`src/matrix_pkg.sv`:
```
// LED matrix shared definitions
package matrix_pkg;

	// Brightness bit planes per colour channel
	localparam int PLANES = 6;

	// Width of one framebuffer word
	localparam int PIXEL_W = 16;

	// Bytes per pixel on the input stream
	localparam int PIXEL_BYTES = PIXEL_W / 8;

	// One framebuffer word
	// Written as two bytes, high byte first
	// Read back as RGB565 fields
	typedef union packed {
		// Byte view for the writer
		struct packed {
			logic [7:0] hi;
			logic [7:0] lo;
		} bytes;
		// RGB565 view for the scanner
		struct packed {
			// Red, top five bits
			logic [4:0] red;
			// Green, six bits
			logic [5:0] green;
			// Blue, bottom five bits
			logic [4:0] blue;
		} rgb;
	} pixel_word_u;

	// Width of the green field, which sets the widened channel width
	localparam int GREEN_W = 6;

	// Widened channel width matches the plane count
	localparam int CHAN_W = PLANES;

endpackage

```
`src/matrix_scan.sv`:
```
// HUB75 scan with bit-plane modulation
`timescale 1ns/1ps

module matrix_scan
	import matrix_pkg::*;
#(
	parameter int COLS    = 64,
	parameter int ROWS    = 32,
	parameter int OE_BASE = 4,
	localparam int AW = $clog2(COLS * ROWS),
	localparam int RW = $clog2(ROWS / 2)
) (
	input  logic          clk_root_logic,
	input  logic          arst_n,
	output logic [AW-1:0] rd_addr,
	input  pixel_word_u   rd_data,
	output logic [RW-1:0] row_addr,
	output logic          clk_pixel,
	output logic          row_latch,
	output logic          oe_n,
	output logic [2:0]    rgb_top,
	output logic [2:0]    rgb_bottom
);

	// Counter widths
	localparam int CW = $clog2(COLS);
	localparam int PW = $clog2(PLANES);
	// Longest dwell is the top plane
	localparam int TW = $clog2(OE_BASE << (PLANES - 1)) + 1;

	// Wrap points
	localparam logic [CW-1:0] LAST_COL   = CW'(COLS - 1);
	localparam logic [RW-1:0] LAST_PAIR  = RW'(ROWS / 2 - 1);
	localparam logic [PW-1:0] LAST_PLANE = PW'(PLANES - 1);

	// Offset from a top row to its bottom partner
	localparam logic [AW-1:0] HALF_OFFSET = AW'((ROWS / 2) * COLS);

	// FSM encoding
	localparam logic [2:0] ST_FETCH_TOP = 3'd0;
	localparam logic [2:0] ST_FETCH_BOT = 3'd1;
	localparam logic [2:0] ST_PRESENT   = 3'd2;
	localparam logic [2:0] ST_CLOCK     = 3'd3;
	localparam logic [2:0] ST_LATCH     = 3'd4;
	localparam logic [2:0] ST_DISPLAY   = 3'd5;

	logic [2:0]    state;
	logic [CW-1:0] col;
	logic [RW-1:0] pair;
	logic [PW-1:0] plane;
	logic [TW-1:0] timer;

	// Display length of the current plane
	logic [TW-1:0] dwell;

	// Top word held until both halves are in
	pixel_word_u top_word;

	// Pixel addresses for the current column
	logic [AW-1:0] top_addr;
	logic [AW-1:0] bot_addr;

	// Current plane bit of each channel, order blue green red
	function automatic logic [2:0] plane_bits(input pixel_word_u w, input logic [PW-1:0] p);
		logic [CHAN_W-1:0] red6;
		logic [CHAN_W-1:0] green6;
		logic [CHAN_W-1:0] blue6;
		// Five-bit channels repeat their top bit
		red6   = {w.rgb.red, w.rgb.red[4]};
		green6 = w.rgb.green;
		blue6  = {w.rgb.blue, w.rgb.blue[4]};
		return {blue6[p], green6[p], red6[p]};
	endfunction

	assign top_addr = AW'(pair) * AW'(COLS) + AW'(col);
	assign bot_addr = top_addr + HALF_OFFSET;

	// Addresses run one cycle ahead of the data
	// Top word is on the port in the cycle before the top fetch
	assign rd_addr = (state == ST_FETCH_TOP) ? bot_addr : top_addr;

	assign dwell = TW'(OE_BASE) << plane;

	// Catch the top word while the bottom one is requested
	always_ff @(posedge clk_root_logic) begin
		if (state == ST_FETCH_TOP)
			top_word <= rd_data;
	end

	// Scan sequencer with registered panel outputs
	always_ff @(posedge clk_root_logic or negedge arst_n) begin
		if (!arst_n) begin
			state      <= ST_FETCH_TOP;
			col        <= '0;
			pair       <= '0;
			plane      <= '0;
			timer      <= '0;
			row_addr   <= '0;
			clk_pixel  <= 1'b0;
			row_latch  <= 1'b0;
			oe_n       <= 1'b1;
			rgb_top    <= 3'b000;
			rgb_bottom <= 3'b000;
		end else begin
			// Latch strobe is a single cycle
			row_latch <= 1'b0;
			case (state)
				ST_FETCH_TOP: begin
					state <= ST_FETCH_BOT;
				end
				ST_FETCH_BOT: begin
					// Bottom word is on the port now
					rgb_top    <= plane_bits(top_word, plane);
					rgb_bottom <= plane_bits(rd_data, plane);
					state      <= ST_PRESENT;
				end
				ST_PRESENT: begin
					// Panel samples on this rise
					clk_pixel <= 1'b1;
					// Advance early so the next top address goes out now
					if (col == LAST_COL)
						col <= '0;
					else
						col <= col + 1'b1;
					state <= ST_CLOCK;
				end
				ST_CLOCK: begin
					clk_pixel <= 1'b0;
					// Column wrapped, the line is shifted in
					if (col == '0) begin
						row_latch <= 1'b1;
						row_addr  <= pair;
						state     <= ST_LATCH;
					end else begin
						state <= ST_FETCH_TOP;
					end
				end
				ST_LATCH: begin
					// Light the line for the weight of this plane
					oe_n  <= 1'b0;
					timer <= dwell - 1'b1;
					// Move to the next line during display
					if (plane == LAST_PLANE) begin
						plane <= '0;
						if (pair == LAST_PAIR)
							pair <= '0;
						else
							pair <= pair + 1'b1;
					end else begin
						plane <= plane + 1'b1;
					end
					state <= ST_DISPLAY;
				end
				ST_DISPLAY: begin
					if (timer == '0) begin
						oe_n  <= 1'b1;
						state <= ST_FETCH_TOP;
					end else begin
						timer <= timer - 1'b1;
					end
				end
				default: begin
					// Unused codes restart the column
					state     <= ST_FETCH_TOP;
					clk_pixel <= 1'b0;
					oe_n      <= 1'b1;
				end
			endcase
		end
	end

endmodule

```
`config.mk`:
```
export PLATFORM = sky130hd
export DESIGN_NAME = matrix_scan
export DESIGN_NICKNAME = d
export VERILOG_FILES = /design/src/matrix_pkg.sv /design/src/matrix_scan.sv
export SDC_FILE = /design/constraint.sdc
export NUM_CORES = 1
export LEC_CHECK = 0
export ABC_CLOCK_PERIOD_IN_PS = 2200
export BUFFER_PORTS_ARGS = -buffer_cell sky130_fd_sc_hd__buf_2
export CELL_PAD_IN_SITES_DETAIL_PLACEMENT = 1
export CELL_PAD_IN_SITES_GLOBAL_PLACEMENT = 2
export CORE_ASPECT_RATIO = 1.4
export CORE_UTILIZATION = 33
export CTS_CLUSTER_SIZE = 16
export DETAILED_ROUTE_END_ITERATION = 16
export PLACE_DENSITY_LB_ADDON = 0.1
export RECOVER_POWER = 100
export SLEW_MARGIN = 40
export SYNTH_ARGS = -nofsm -noshare
export SYNTH_HDL_FRONTEND = slang
export SYNTH_SLANG_ARGS = --single-unit
```
`constraint.sdc`:
```
create_clock -name clk_root_logic -period 2.2 [get_ports clk_root_logic]
set_clock_uncertainty 0.15 [all_clocks]
set_input_delay 0.11 -clock clk_root_logic [delete_from_list [all_inputs] [get_ports clk_root_logic]]
set_output_delay 0.11 -clock clk_root_logic [all_outputs]
set_load 0.01 [all_outputs]
```
# == Word-level counts from Yosys, hierarchy flattened ==
# Cells that the tools add are included.
# op_classes
n_bitwise,1
n_mux,26
reduce_logical,10
n_lt_le_gt_ge,1
n_addsub,7
eq_ne,10
n_shift,1
# op_table
op,count
$bmux W1 S3,6
$pmux W3 S6,1
$pmux W8 S2,1
$sub A8 B1 Y8 const B,2
$add A10 B6 Y11,1
$add A11 B11 Y11 const B,1
$mux W11,1
$eq A3 B3 Y1 const B,3
$mux W1,9
$mux W3,3
$logic_not A8 Y1,1
$mux W8,1
$reduce_and A2 Y1,4
$reduce_or A4 Y1,2
$shl A3 B3 Y8 const A,1
$add A6 B1 Y6 const B,1
$eq A3 B2 Y1 const B,2
$eq A6 B6 Y1 const B,1
$logic_not A6 Y1,1
$mux W6,1
$add A4 B1 Y4 const B,1
$eq A4 B4 Y1 const B,1
$lt A3 B4 Y1 const B,1
$mux W4,1
other kinds (8),9
# word_totals
output_inout_bits,24
reg_bits,53
wordCells,68

# == Longest topological paths before layout ==
# logic_depth
depth_word,4
mapped_depth,10

# == Worst setup path before layout ==
# No wires, ideal clock.
# synth_timing
path_type,register -> register
startpoint,reg state[0]
endpoint,reg top_word[0] in the netlist's numbering (enable)
path_stages_with_launch,3
setup_slack_ns,-0.260
n_path_buf,1
t_arrival_ns,1.891
setup_ns,0.419
t_required_ns,1.631
path_cell_list,dfrtp_1 -> buf_2 -> nor3_1
# synth_via
elab_chain_cells,1
# synth_lines
element,line,text
"start, declared",matrix_scan.sv:47,logic [2:0] state;
"start signal, assigned",matrix_scan.sv:93,state <= ST_FETCH_TOP;
"start signal, assigned",matrix_scan.sv:109,state <= ST_FETCH_BOT;
"start signal, assigned",matrix_scan.sv:115,state <= ST_PRESENT;
$logic_not A3 Y1,matrix_scan.sv:86,if (state == ST_FETCH_TOP)
"end signal, assigned",matrix_scan.sv:87,top_word <= rd_data;
"end, declared",matrix_scan.sv:57,pixel_word_u top_word;
# Every way passes these cells.
# A chain may end at the register's enable or synchronous reset.

# == Worst setup path after layout ==
# layout_timing
startpoint,reg state[2]
endpoint,out rd_addr[10]
# layout_via
elab_chain_cells,2
# layout_lines
element,line,text
$logic_not A3 Y1,matrix_scan.sv:80,assign rd_addr = (state == ST_FETCH_TOP) ? bot_addr : top_addr;
$mux W11,matrix_scan.sv:80,
"end, declared",matrix_scan.sv:15,"output logic [AW-1:0] rd_addr,"
# Every way passes these cells.

==> impl_metrics.tcl <==
set metrics [dict create \
    outcome "finished, final reports clean" \
    floorplan.die.height_um 108 \
    cp-end-kind "output pin" \
    area_growth_syn_to_layout_pct 22.7 \
    timing.final.setup_violations 0 \
    rsz0062_at_grt "no" \
    final.min_clock_period_ps 2010 \
    cap_viol_max_count 0 \
    fmax_mhz 497 \
    io-pin-count 42 \
    p_leak_uw 0.00129 \
    cts_max_level 2 \
    cts.root.buffer_cell "clkbuf_8" \
    irDropWorstVdd_v 0.000244 \
    clk_pin_slew_worst_paths_ps 100 \
    cts-root-to-sink-buffers 2 \
    worst-endpoint-required_ps 1940 \
    postPlaceCellArea_um2 3030 \
    design_area_um2 3230 \
    fp.dieW_um 77.5 \
    criticalPathCategory "flip-flop to output pin" \
    critPathBufInv 3 \
    final_hold_viol_count 0 \
    critical_path.slowest_cell "clkbuf_2" \
    worst_ep_arrival_time_ps 1750 \
    filler_cell_count 907 \
    first_global_vias 2245 \
    final.hold.worst_slack_ps 317 \
    cts_tree "yes" \
    overflow 0 \
    synth_cells 239 \
    place.detailed.hpwl_um 4670 \
    max_slew.worst_pin.slew_ps 991 \
    final_max_slew_viol_count 0 \
    vias 2088 \
    post-route-worst-setup-slack_ps 188 \
    design.core.area_um2 7750 \
    num_rows 38 \
    ys_types 47 \
    setup_tns_ps 0 \
    dp_worst_setup_slack_ps 185 \
    synth_nets 262 \
    grt_max_degree 38 \
    detail_route.wl_per_cell_um 15.9 \
    synth.cell_area_um2 2630 \
    synth.yosys.seq_area_share_pct 53.5 \
    crit_path_max_fanout 17 \
    max-slew-margin-rel_pct 33.9 \
    dieArea_um2 8340 \
    cpPeakStageDelay_ps 420 \
    grt_first_pass_wirelength_um 11100 \
    detailed_route_drc_error_count 0 \
    synth_enable_flop_cells 16 \
    cpMostUsedCell "clkbuf_2" \
    num-nets-final 331 \
    ant_nets 0 \
    antenna-diode-count 0 \
    placedCellCount 384 \
    layout.cells.most_common "clkbuf_1" \
    total_cts_buffers 5 \
    synth_flop_cell "dfrtp_1" \
    insertion_delay_ps 320 \
    crit_chain "clkbuf_1 -> nor3_2 -> clkbuf_2 -> clkbuf_2" \
    numClockSinks 53 \
    postCtsSetupRepairBufs 0 \
    postSynthRegisterBits 53 \
    finalWirelength_um 6490 \
    netlist.top_cell.by_area "dfrtp_1" \
    power_per_cell_area_nw_per_um2 527 \
    place.gp.congestion 0.760 \
    synth.area.top_cells "dfrtp_1 34%, edfxtp_1 18%, mux2_2 4.7%, nand2_1 2.9%, nor2_1 2.9%" \
    final_cell_count_no_fill 409 \
    dr.pass1.iters 4 \
    most_used_cells_in_the_layout_excluding_fill_and_tap_cells "37 x clkbuf_1, 36 x dfrtp_1, 20 x nand2_1" \
    yosys_warnings 0 \
    hold_path_class "input pin to asynchronous set/reset pin" \
    initial_utilization_pct 33.9 \
    synth_area_per_cell_um2 11.0 \
    antenna_found_initial 0 \
    dr.first_iter.drc_count 46 \
    grtUsageTotal_pct 17.3 \
    final_layout_size_suffix_gt1_share_pct 16.5 \
    startpoint_kind_of_the_worst_setup_timing_path "flip-flop" \
    timing.final.crit_share_pct 91.4 \
    route.detailed.vias_per_inst 5.11 \
    synth.top_cell.area_share_pct 34.3 \
    portBuffers 41 \
    cp_top_family "buffers and inverters" \
    synthArstFlopShare_pct 69.8 \
]
sequential cells by signal (all words and copies together) (netlist names):
register and flops:
pair 4, plane 3, timer 8, row_latch 1
top_word 16, oe_n 1, rgb_bottom 3, clk_pixel 1
rgb_top 3, row_addr 4, col 6, state 3
synthesized netlist by cell type, drive strengths merged, types with 3 or more instances:
| library cell | count |
|---|---|
| a21oi | 14 |
| a31oi | 6 |
| nor4b | 3 |
| ha | 5 |
| and3 | 3 |
| or2 | 3 |
| o221ai | 3 |
| mux2i | 7 |
| o21ai | 15 |
| or3 | 3 |
| nor2 | 20 |
| dfrtp | 36 |
| buf | 10 |
| mux2 | 11 |
| o22ai | 3 |
| nand2 | 20 |
| a311oi | 3 |
| nand2b | 3 |
| inv | 9 |
| nor3 | 8 |
| o21a | 3 |
| nand3 | 5 |
| xnor2 | 4 |
| a22oi | 5 |
| edfxtp | 16 |
power by group:
| part | internal, uW | switching (uW) | leakage, uW |
|---|---|---|---|
| clock | 227 | 347 | 0.0000445 |
| combinational | 43.5 | 38.9 | 0.000620 |
| sequential | 1040 | 7.49 | 0.000629 |
| total | 1310 | 394 | 0.00129 |
area by class of cell:
cell class	instances	area [um2]	area share, %
Sequential cell	53	1410	43.6
Multi-Input combinational cell	165	1130	35.1
Timing Repair Buffer	74	437	13.5
Tap cell	100	125	3.88
Clock buffer	5	68.8	2.13
Inverter	9	33.8	1.05
Clock inverter	3	21.3	0.659
path summary, 6_finish.rpt:
| path | start | slack [ps] | to | cells past startpoint |
|---|---|---|---|---|
| worst max-delay path | state[2]$_DFFE_PN0P_ | 190 | rd_addr[10] | 4 |
| worst min-delay path | arst_n | 320 | rgb_top[1]$_DFFE_PN0P_ | 2 |
| worst max register to register | timer[4]$_DFFE_PN0P_ | 220 | timer[0]$_DFFE_PN0P_ | 4 |
| worst min register to register | rgb_bottom[0]$_DFFE_PN0P_ | 350 | rgb_bottom[0]$_DFFE_PN0P_ | 1 |
| max in group asynchronous | arst_n | 950 | timer[3]$_DFFE_PN0P_ | 2 |
| min in group clk_root_logic | rgb_bottom[0]$_DFFE_PN0P_ | 350 | rgb_bottom[0]$_DFFE_PN0P_ | 1 |
stage by stage:
stage | util, % | power (uW)
finish | 41.6 | 1700
global route | 41.6 | 1780
CTS | 42.5 | 1750
detailed placement | 39.1 | 1130
global placement | 39.1 | 1130
floorplan | - | 1080
kinds of logic (layout without fill, tap and decap cells):
kind of cell	count (synthesis)	in the layout	share of synthesized area (%)
buffers and inverters	21	91	3.47
AO/OA/AOI/OAI	57	57	13.6
XOR/XNOR	5	5	1.67
flip-flops	53	53	53.5
AND/OR/NAND/NOR	78	78	16.3
adder cells (fa/ha/maj)	5	5	2.38
multiplexers	20	20	9.09
worst reg2reg max path, delay by kind of cell (launching register included):
family | cells | cell delay (ps)
AO/OA/AOI/OAI | 1 | 200
flip-flops | 1 | 440
multiplexers | 1 | 300
AND/OR/NAND/NOR | 2 | 770
per-layer routing:
layer	track usage (%)	vias to the layer above	routed length, um
met5	0	-	0
met2	32.8	34	3560
met4	5.53	0	95
met3	3.39	10	179
li1	-	1003	-
met1	19.0	1041	2650
what timing repair did:
item,in CTS,in global routing
hold endpoints to repair,54,0
hold buffers,17,0
resized for setup,0,1
endpoints found under the setup margin,0,1
No activity file was read; power rests on OpenSTA's default activity.
