`src/matrix_pkg.sv`:
```
// LED matrix shared definitions
package matrix_pkg;

	// Brightness bit planes per colour channel
	localparam int PLANES = 6;

	// Width of one framebuffer word
	localparam int PIXEL_W = 16;

	// Bytes per pixel on the input stream
	localparam int PIXEL_BYTES = PIXEL_W / 8;

	// One framebuffer word
	// Written as two bytes, high byte first
	// Read back as RGB565 fields
	typedef union packed {
		// Byte view for the writer
		struct packed {
			logic [7:0] hi;
			logic [7:0] lo;
		} bytes;
		// RGB565 view for the scanner
		struct packed {
			// Red, top five bits
			logic [4:0] red;
			// Green, six bits
			logic [5:0] green;
			// Blue, bottom five bits
			logic [4:0] blue;
		} rgb;
	} pixel_word_u;

	// Width of the green field, which sets the widened channel width
	localparam int GREEN_W = 6;

	// Widened channel width matches the plane count
	localparam int CHAN_W = PLANES;

endpackage

```
`src/pixel_writer.sv`:
```
// Byte stream to pixel writer
`timescale 1ns/1ps

module pixel_writer
	import matrix_pkg::*;
#(
	parameter int COLS = 64,
	parameter int ROWS = 32,
	localparam int AW = $clog2(COLS * ROWS)
) (
	input  logic          clk_root_logic,
	input  logic          arst_n,
	input  logic          frame_start,
	input  logic          byte_strobe,
	input  logic [7:0]    byte_data,
	output logic          wr_en,
	output logic [AW-1:0] wr_addr,
	output pixel_word_u   wr_data
);

	// Last address of the frame
	localparam logic [AW-1:0] LAST_ADDR = AW'(COLS * ROWS - 1);

	// Low when the next byte is the high byte
	logic phase;

	// Byte accepted this cycle, frame_start drops it
	logic take_byte;

	assign take_byte = byte_strobe & ~frame_start;

	// Control path
	always_ff @(posedge clk_root_logic or negedge arst_n) begin
		if (!arst_n) begin
			phase   <= 1'b0;
			wr_en   <= 1'b0;
			wr_addr <= '0;
		end else begin
			// Write strobe lasts a single cycle
			wr_en <= 1'b0;
			if (frame_start) begin
				// Rewind to the first pixel
				phase   <= 1'b0;
				wr_addr <= '0;
			end else begin
				// Step past the word written on this edge
				if (wr_en) begin
					if (wr_addr == LAST_ADDR)
						wr_addr <= '0;
					else
						wr_addr <= wr_addr + 1'b1;
				end
				if (take_byte) begin
					phase <= ~phase;
					// Second byte completes the pixel
					if (phase)
						wr_en <= 1'b1;
				end
			end
		end
	end

	// Pixel assembly, high byte first
	// The pending write reads the word before a new high byte lands
	always_ff @(posedge clk_root_logic) begin
		if (take_byte) begin
			if (!phase)
				wr_data.bytes.hi <= byte_data;
			else
				wr_data.bytes.lo <= byte_data;
		end
	end

endmodule

```
`config.mk`:
```
export PLATFORM = sky130hd
export DESIGN_NAME = pixel_writer
export DESIGN_NICKNAME = d
export VERILOG_FILES = /design/src/matrix_pkg.sv /design/src/pixel_writer.sv
export SDC_FILE = /design/constraint.sdc
export NUM_CORES = 1
export LEC_CHECK = 0
export ABC_AREA = 0
export CAP_MARGIN = 30
export CORE_MARGIN = 5
export CORE_UTILIZATION = 51
export CTS_CLUSTER_DIAMETER = 60
export DETAILED_ROUTE_END_ITERATION = 8
export DONT_BUFFER_PORTS = 1
export GPL_TIMING_DRIVEN = 0
export PLACE_DENSITY_LB_ADDON = 0.2
export SKIP_CTS_REPAIR_TIMING = 1
export SLEW_MARGIN = 10
export SYNTH_ARGS = -nofsm -noshare
export SYNTH_HDL_FRONTEND = slang
export SYNTH_SLANG_ARGS = --single-unit
```
`constraint.sdc`:
```
create_clock -name clk_root_logic -period 1.7 [get_ports clk_root_logic]
set_input_delay 0.085 -clock clk_root_logic [delete_from_list [all_inputs] [get_ports clk_root_logic]]
set_output_delay 0.085 -clock clk_root_logic [all_outputs]
set_load 0.01 [all_outputs]
```
# Yosys cells after proc, flatten, opt, wreduce, memory -nomap -nowiden
# Index checks and enable logic that the tools add are counted.
# word_totals
register_bits	29
in_bits	12
# op_classes
n_mux	8
add_sub_neg	1
n_bitwise	3
n_reduce_logical	4
n_eq_ne	1
# op_table
operator	n
2-to-1 mux 11 bit	3
adder 11 x 1 -> 11 bit, second input constant	1
equality test 11 bit, second input constant	1
2-to-1 mux 1 bit	5
AND reduction 2 bit	2
nonzero test 2 bit	2
inverter 1 bit	2
bitwise AND 1 bit	1

# Depth between registers and ports, before layout
# Gate-level depths: netlist of run 1.
# logic_depth
ltp_word	4
ltp_mapped	5
mapped_depth_nobuf	5

# Worst setup path before layout of run 1
# Ideal clock, no wire load.
# synth_timing
path_type	reg-to-reg
start	register wr_addr[0]
end	register wr_addr[7]
period_less_slack_ns	1.686
n_path_buf	0
stages_incl_launch_ff	6
arrival_ns	1.560
setup_slack_ns	0.014
setup_time_ns	0.126
t_required_ns	1.574
cell_sequence	dfrtp_1 > ha_1 > nand3_1 > o311a_1 > and3_1 > a221o_1
# synth_between
elab_chain_cells	4
word_cells_on_any_way	5
# synth_lines
element	line	text
start, declared	pixel_writer.sv:17	output logic [AW-1:0] wr_addr,
start signal, assigned	pixel_writer.sv:51	wr_addr <= wr_addr + 1'b1;
adder 11 x 1 -> 11 bit or equality test 11 bit (tied branches)	pixel_writer.sv:51, pixel_writer.sv:48	
2-to-1 mux 11 bit (*)	pixel_writer.sv:48	if (wr_addr == LAST_ADDR)
2-to-1 mux 11 bit (*)	pixel_writer.sv:47	if (wr_en) begin
2-to-1 mux 11 bit (*)	pixel_writer.sv:41	if (frame_start) begin
# Every way passes the cells marked *; elsewhere a longest branch is shown, timed or not. The select of a mux whose other input is x is not followed.
# A chain may end at the register's enable or synchronous reset.

# Worst setup path after layout of run 1
# layout_timing
start	register wr_addr[7]
end	register wr_addr[7]
# Same word-level chain as after synthesis.

==> key figures, run 1 <==
Clock tree
  – CTS root buf: clkbuf_4
  – CTS max path bufs: 2
  – CTS tree: built
  – Clk slew on worst S/H paths: 0.09 ns
  – H-tree depth: 2
  – TritonCTS Buffers: 5
  – CTS sink count: 29
  – Skew-Pair Late Insertion Delay: 0.32 ns

GRT
  – Initial antenna violation count: 0
  – Largest net degree at the start of global routing: 14
  – First-pass GRT wire length: 3236 um
  – Overall Global Routing Usage: 13.49%
  – Number of global-route vias before repair: 683
  – Remaining global-route overflow: 0

Setup path
  – Slowest Stage Delay on Critical Path: 0.45 ns
  – R2R setup slack: 0.07 ns
  – Worst path cell trace: nand4_1 -> o311a_1 -> and3_1 -> a221o_1
  – Crit path max-delay family: compound AO/OA/AOI/OAI gates
  – R2R Path Start: wr_addr[7]
  – CP Launch Type: register
  – Worst Setup End Kind: register
  – Worst Path Max Fanout: 7
  – Crit-path slowest cell: dfrtp_2
  – Buf+Inv Stages, Crit Path: 0
  – WS Path Type: reg2reg
  – Arr. time, crit path: 1.84 ns
  – Setup crit start: wr_addr[7]
  – Crit path required time: 1.91 ns

STA
  – Max Fclk: 0.6122 GHz
  – Final max-slew violation count: 0
  – Worst Hold Slack: 0.09211 ns
  – Least-Margin Pin Slew: 0.5756 ns
  – Period utilisation layout: 96.09%
  – Hold Vio Cnt, Final: 0
  – Max_slew headroom: 61.50%
  – Clock skew: 0.01138 ns
  – Worst Slack Setup Final: 0.06647 ns
  – RSZ-0062 raised after global routing: true
  – Setup-failing EPs final: 0
  – Minimum clock period: 1.634 ns

Synthesis
  – Dominant synthesized flop cell: edfxtp_1
  – Ys async rst share: 44.83%
  – Post-synth EDFFs: 16
  – Gate Count Post-Synth: 78
  – Synth cell count leaders: edfxtp_1 (16), dfrtp_1 (13), nor2_1 (10)
  – Synth area leaders: edfxtp_1 (43%), dfrtp_1 (29%), nor2_1 (3.3%)
  – Synth warn: 0
  – Netlist Area Pre-Place: 1121 sq um
  – Syn Nets: 91
  – Yosys top cell area share: 42.86%
  – Synthesized area per cell: 14.37 sq um
  – Synthesized flop and latch total: 29
  – Synth unique cells: 26
  – Register area share after synthesis: 71.88%
  – Cell with the most instances after synthesis: edfxtp_1
  – Dominant cell type by area after synthesis: edfxtp_1

Detailed routing
  – Routed wire length: 2011 um
  – Vias: 704
  – Drt via density: 5.587
  – First drt pass iteration count: 4
  – Drt drc: 0
  – Drt initial violations: 17
  – Drt wl/cell: 15.96 um
  – Routed Antenna Nets: 0

Finish
  – N_diodes: 0
  – Final Util: 63.31%
  – Area Overhead vs Synth: 21.32%
  – Layout cells sized above 1: 20.41%
  – Cell Count, Final, Fillers Out: 126
  – Nets: 110

Placed design
  – # port buffers: 0
  – Setup WS pre-CTS: -0.1268 ns
  – Gpl congestion: 0.7589
  – Placed Instances: 107
  – DPL Wire Length: 1422 um

Floorplanning
  – Initial Util: 52.18%
  – Die W: 56.89 um
  – Top Ports: 40
  – Row Count: 17
  – Die area: 3236 sq um
  – DIE HEIGHT: 56.89 um
  – Core area: 2148 sq um

Power
  – Pwr dens: 887.5 nW/um^2
  – Leak pwr: 0.5130 nW
  – Worst vdd ir: 0.0005165 V

Run
  – Maxcap violations: 0

Hold path
  – Hold_sp: byte_strobe
  – Worst Hold Class: in2reg

Outcome
  – Outcome: finished, final reports clean
## path summary, 6_finish.rpt
path                               end  depth (start not counted)
max in group asynchronous   wr_addr[3]                          1
setup reg to reg            wr_addr[7]                          4
setup / recovery            wr_addr[7]                          4
hold / removal             wr_data[14]                          1
min in group asynchronous        phase                          1
hold reg to reg                  phase                          2
## where the power goes
group	internal (mW)	leakage (nW)	total [mW]	switching, mW
clock	0.149	0.0300	0.365	0.216
combinational	0.0275	0.166	0.0586	0.0311
sequential	0.765	0.317	0.784	0.0188
total	0.941	0.513	1.21	0.266
## final cells by class
type                    instances  area, sq um
multi-input cells              46        337.8
plain buffers                   1        3.754
well taps                      28        35.03
clock inverters                 3        12.51
clock buffers                   5        37.54
repair buffers                 12        112.6
fillers                       146        788.3
inverters                       2        7.507
flip-flops and latches         29        813.3
## state kept, by name, summed over array words and instances (netlist names)
signal	count
wr_en	1
wr_data	16
wr_addr	11
phase	1
## worst reg2reg max path, delay by kind of cell (launching register included)
kind,cells,cell delay (ns)
AO/OA/AOI/OAI,2,0.67
flip-flops,1,0.45
AND/OR/NAND/NOR,2,0.39
## layout by cell type (no fill, tap or decap), types with 2 or more instances in the layout
cell type / n
nor2_1: 10
xnor2_1: 3
nand4_1: 2
and3_1: 3
nand2_1: 4
edfxtp_1: 16
xor2_1: 4
clkbuf_4: 5
nand3_2: 2
clkinv_1: 2
o2111ai_1: 2
inv_1: 2
dfrtp_2: 6
or3_1: 2
dlygate4sd3_1: 10
dfrtp_1: 7
## cells by family after synthesis
| group | Yosys count | share of synthesized area, % |
|---|---|---|
| DFF | 29 | 71.87 |
| and+or+nand+nor | 28 | 12.17 |
| AOI/OAI and AO/OA | 9 | 7.366 |
| xor gates and xnor gates | 7 | 5.469 |
| buffers and inverters | 3 | 1.004 |
| muxes | 1 | 1.004 |
| adders and majority gates | 1 | 1.116 |
## per-stage QoR
step                power [mW]  area, sq um  setup TNS (ns)
finish                   1.207         1360               0
global route             1.266         1360       -0.002850
CTS                      1.195         1211         -0.3544
detailed placement      0.8286         1161         -0.2370
global placement        0.8259         1156         -0.1958
floorplan               0.8177         1121               0
## per-layer routing
metal	part of all wire (%)	up-vias	GRT usage (%)	wire (um)
met5	0	-	0	0
met4	2.5	0	9.934	51
met3	11	8	7.816	214
met2	46	35	19.74	926
met1	41	333	14.18	819
li1	-	328	-	-
(Power assumes the default switching activity.)
==> inputs of run 2 (changes only) <==
==> constraint.sdc (replaced) <==
create_clock -name clk_root_logic -period 1.7 [get_ports clk_root_logic]
set_input_delay 0.085 -clock clk_root_logic [delete_from_list [all_inputs] [get_ports clk_root_logic]]
set_output_delay 0.085 -clock clk_root_logic [all_outputs]
set_load 0.05 [all_outputs]
==> run 2 against run 1 <==
  * The run now ends with setup timing left
  * Via count rose by 2.6%
  * Critical endpoint unchanged
  * Global-route usage is 1.0 points higher
  * Critical path depth is 1 higher
  * Sequential cell count unchanged
==> key figures, run 2 (synthesis gave the netlist of run 1 again) <==
Finish
  – Largest registers: wr_data x16, wr_addr x11 (unchanged)
  – Nets: 111 (was 110)
  – Area Overhead vs Synth: 29.24% (was 21.32%)
  – Fill cells: 149 (was 146)
  – Most frequent cells in the layout: edfxtp_1 (16), nor2_1 (10), dlygate4sd3_1 (10) (unchanged)
  – Final Util: 67.44% (was 63.31%)
  – N_diodes: 0 (unchanged)
  – Layout cells sized above 1: 30.30% (was 20.41%)
  – Max reg flops: 16 (unchanged)
  – Largest register by flop count: wr_data (unchanged)
  – Commonest non-fill, non-tap cell in the layout: edfxtp_1 (unchanged)

Clock tree
  – H-tree depth: 2 (unchanged)
  – Clk slew on worst S/H paths: 0.09 ns (about the same)
  – CTS sink count: 29 (unchanged)
  – CTS max path bufs: 2 (unchanged)
  – Skew-Pair Late Insertion Delay: 0.33 ns (was 0.32 ns)
  – CTS root buf: clkbuf_4 (unchanged)
  – TritonCTS Buffers: 5 (unchanged)
  – CTS tree: built (unchanged)

STA
  – Setup-failing EPs final: 3 (was 0)
  – Worst Slack Setup Final: -0.09073 ns (was 0.06647 ns)
  – Clock skew: 0.008251 ns (was 0.01138 ns)
  – RSZ-0062 raised after global routing: true (unchanged)
  – Least-Margin Pin Slew: 0.6003 ns (was 0.5756 ns)
  – Max Fclk: 0.5584 GHz (was 0.6122 GHz)
  – Hold Vio Cnt, Final: 0 (unchanged)
  – Period utilisation layout: 105.3% (was 96.09%)
  – Final max-slew violation count: 0 (unchanged)
  – Setup_tns: -0.1636 ns (was 0 ns)
  – Worst Hold Slack: 0.09995 ns (was 0.09211 ns)
  – Max_slew headroom: 59.85% (was 61.50%)
  – Minimum clock period: 1.791 ns (was 1.634 ns)

Floorplanning
  – Core area: 2148 sq um (unchanged)
  – Row Count: 17 (unchanged)
  – DIE HEIGHT: 56.89 um (unchanged)
  – Top Ports: 40 (unchanged)
  – Initial Util: 52.18% (unchanged)
  – Die area: 3236 sq um (unchanged)
  – Die W: 56.89 um (unchanged)

Outcome
  – Failing checks: setup timing
  – Outcome: complete, but fails checks (was finished, final reports clean)

GRT
  – Overall Global Routing Usage: 14.52% (was 13.49%)
  – Met1 Usage GRT: 18.06% (was 14.18%)
  – Met2 usage: 19.25% (was 19.74%)
  – Initial antenna violation count: 0 (unchanged)
  – Grt peak-use layer: met2 (unchanged)
  – Largest net degree at the start of global routing: 14 (unchanged)
  – First-pass GRT wire length: 3456 um (was 3236 um)
  – Number of global-route vias before repair: 676 (was 683)
  – Remaining global-route overflow: 0 (unchanged)
  – Met3 Usage GRT: 10.11% (was 7.816%)

Placed design
  – DPL Wire Length: 1498 um (was 1422 um)
  – # port buffers: 0 (unchanged)
  – Gpl congestion: 0.7680 (was 0.7589)
  – Setup WS pre-CTS: -0.1410 ns (was -0.1268 ns)

Detailed routing
  – First drt pass iteration count: 4 (unchanged)
  – Drt wl/cell: 18.33 um (was 15.96 um)
  – Routed Antenna Nets: 0 (unchanged)
  – Drt via density: 5.685 (was 5.587)
  – Vias: 722 (was 704)
  – Drt initial violations: 24 (was 17)
  – Drt drc: 0 (unchanged)
  – Routed wire length: 2328 um (was 2011 um)

Power
  – Pwr dens: 991.3 nW/um^2 (was 887.5 nW/um^2)
  – Power, Total: 1.436 mW (was 1.207 mW)
  – Worst vdd ir: 0.0007312 V (was 0.0005165 V)
  – Leak pwr: 0.5307 nW (was 0.5130 nW)

Hold path
  – Worst Hold Class: in2reg (unchanged)
  – Hold path cells: 1 (unchanged)
  – Hold_sp: byte_strobe (unchanged)
  – Worst Hold End: wr_data[8] (was wr_data[14])

Setup path
  – Worst Setup End Kind: register (unchanged)
  – CP Launch Type: register (unchanged)
  – R2R Path Start: wr_addr[0] (was wr_addr[7])
  – Worst-case reg-to-reg path depth: 5 (was 4)
  – R2R Path End: wr_addr[7] (unchanged)
  – WS Path Type: reg2reg (unchanged)
  – Worst Path Max Fanout: 5 (was 7)
  – R2R setup slack: -0.09 ns (was 0.07 ns)
  – Crit path required time: 1.92 ns (was 1.91 ns)
  – Arr. time, crit path: 2.01 ns (was 1.84 ns)

Run
  – Maxcap violations: 0 (unchanged)
==> run 2: through the flow <==
stage | instances | area (sq um)
finish | 127 | 1449
CTS | 115 | 1270
floorplan | 78 | 1151
detailed placement | 107 | 1194
global route | 127 | 1449
global placement | 106 | 1186
==> run 2: critical path, cell delays in order (launching register included) <==
cell,delay [ns]
dfrtp_4,0.57
ha_4,0.21
nand3_4,0.09
o311a_4,0.39
buf_4,0.14
a221o_1,0.28
==> run 2: worst max path at each step <==
stage               cells after the start         end  slack, ns       start
detailed placement                      4  wr_addr[7]      -0.14  wr_addr[3]
finish                                  5  wr_addr[7]      -0.09  wr_addr[0]
CTS                                     4  wr_addr[7]      -0.15  wr_addr[3]
floorplan                               4  wr_addr[7]      0.004  wr_addr[3]
global placement                        4  wr_addr[7]      -0.15  wr_addr[3]
global route                            5  wr_addr[7]      -0.14  wr_addr[0]
==> run 2: report_power, final <==
group | internal (mW) | leakage [nW] | switching, mW | total (mW)
combinational | 0.0291 | 0.182 | 0.0320 | 0.0612
clock | 0.308 | 0.0422 | 0.237 | 0.545
sequential | 0.766 | 0.306 | 0.0642 | 0.830
==> run 2: per-layer routing <==
metal  vias up  wire length, um  share of wire, %
li1        330                -                 -
met1       358              952                41
met2        26             1105                47
met3         8              221               9.5
met4         0               49               2.1
met5         -                0                 0
==> run 2: cell type report <==
class / count / area, sq um / share of cell area [%]
Inverter: 2 / 7.507 / 0.5181
Tap cell: 28 / 35.03 / 2.418
Clock inverter: 2 / 35.03 / 2.418
Sequential cell: 29 / 828.3 / 57.17
Clock buffer: 6 / 41.29 / 2.850
Multi-Input combinational cell: 46 / 375.4 / 25.91
Timing Repair Buffer: 13 / 122.6 / 8.463
Buffer: 1 / 3.754 / 0.2591
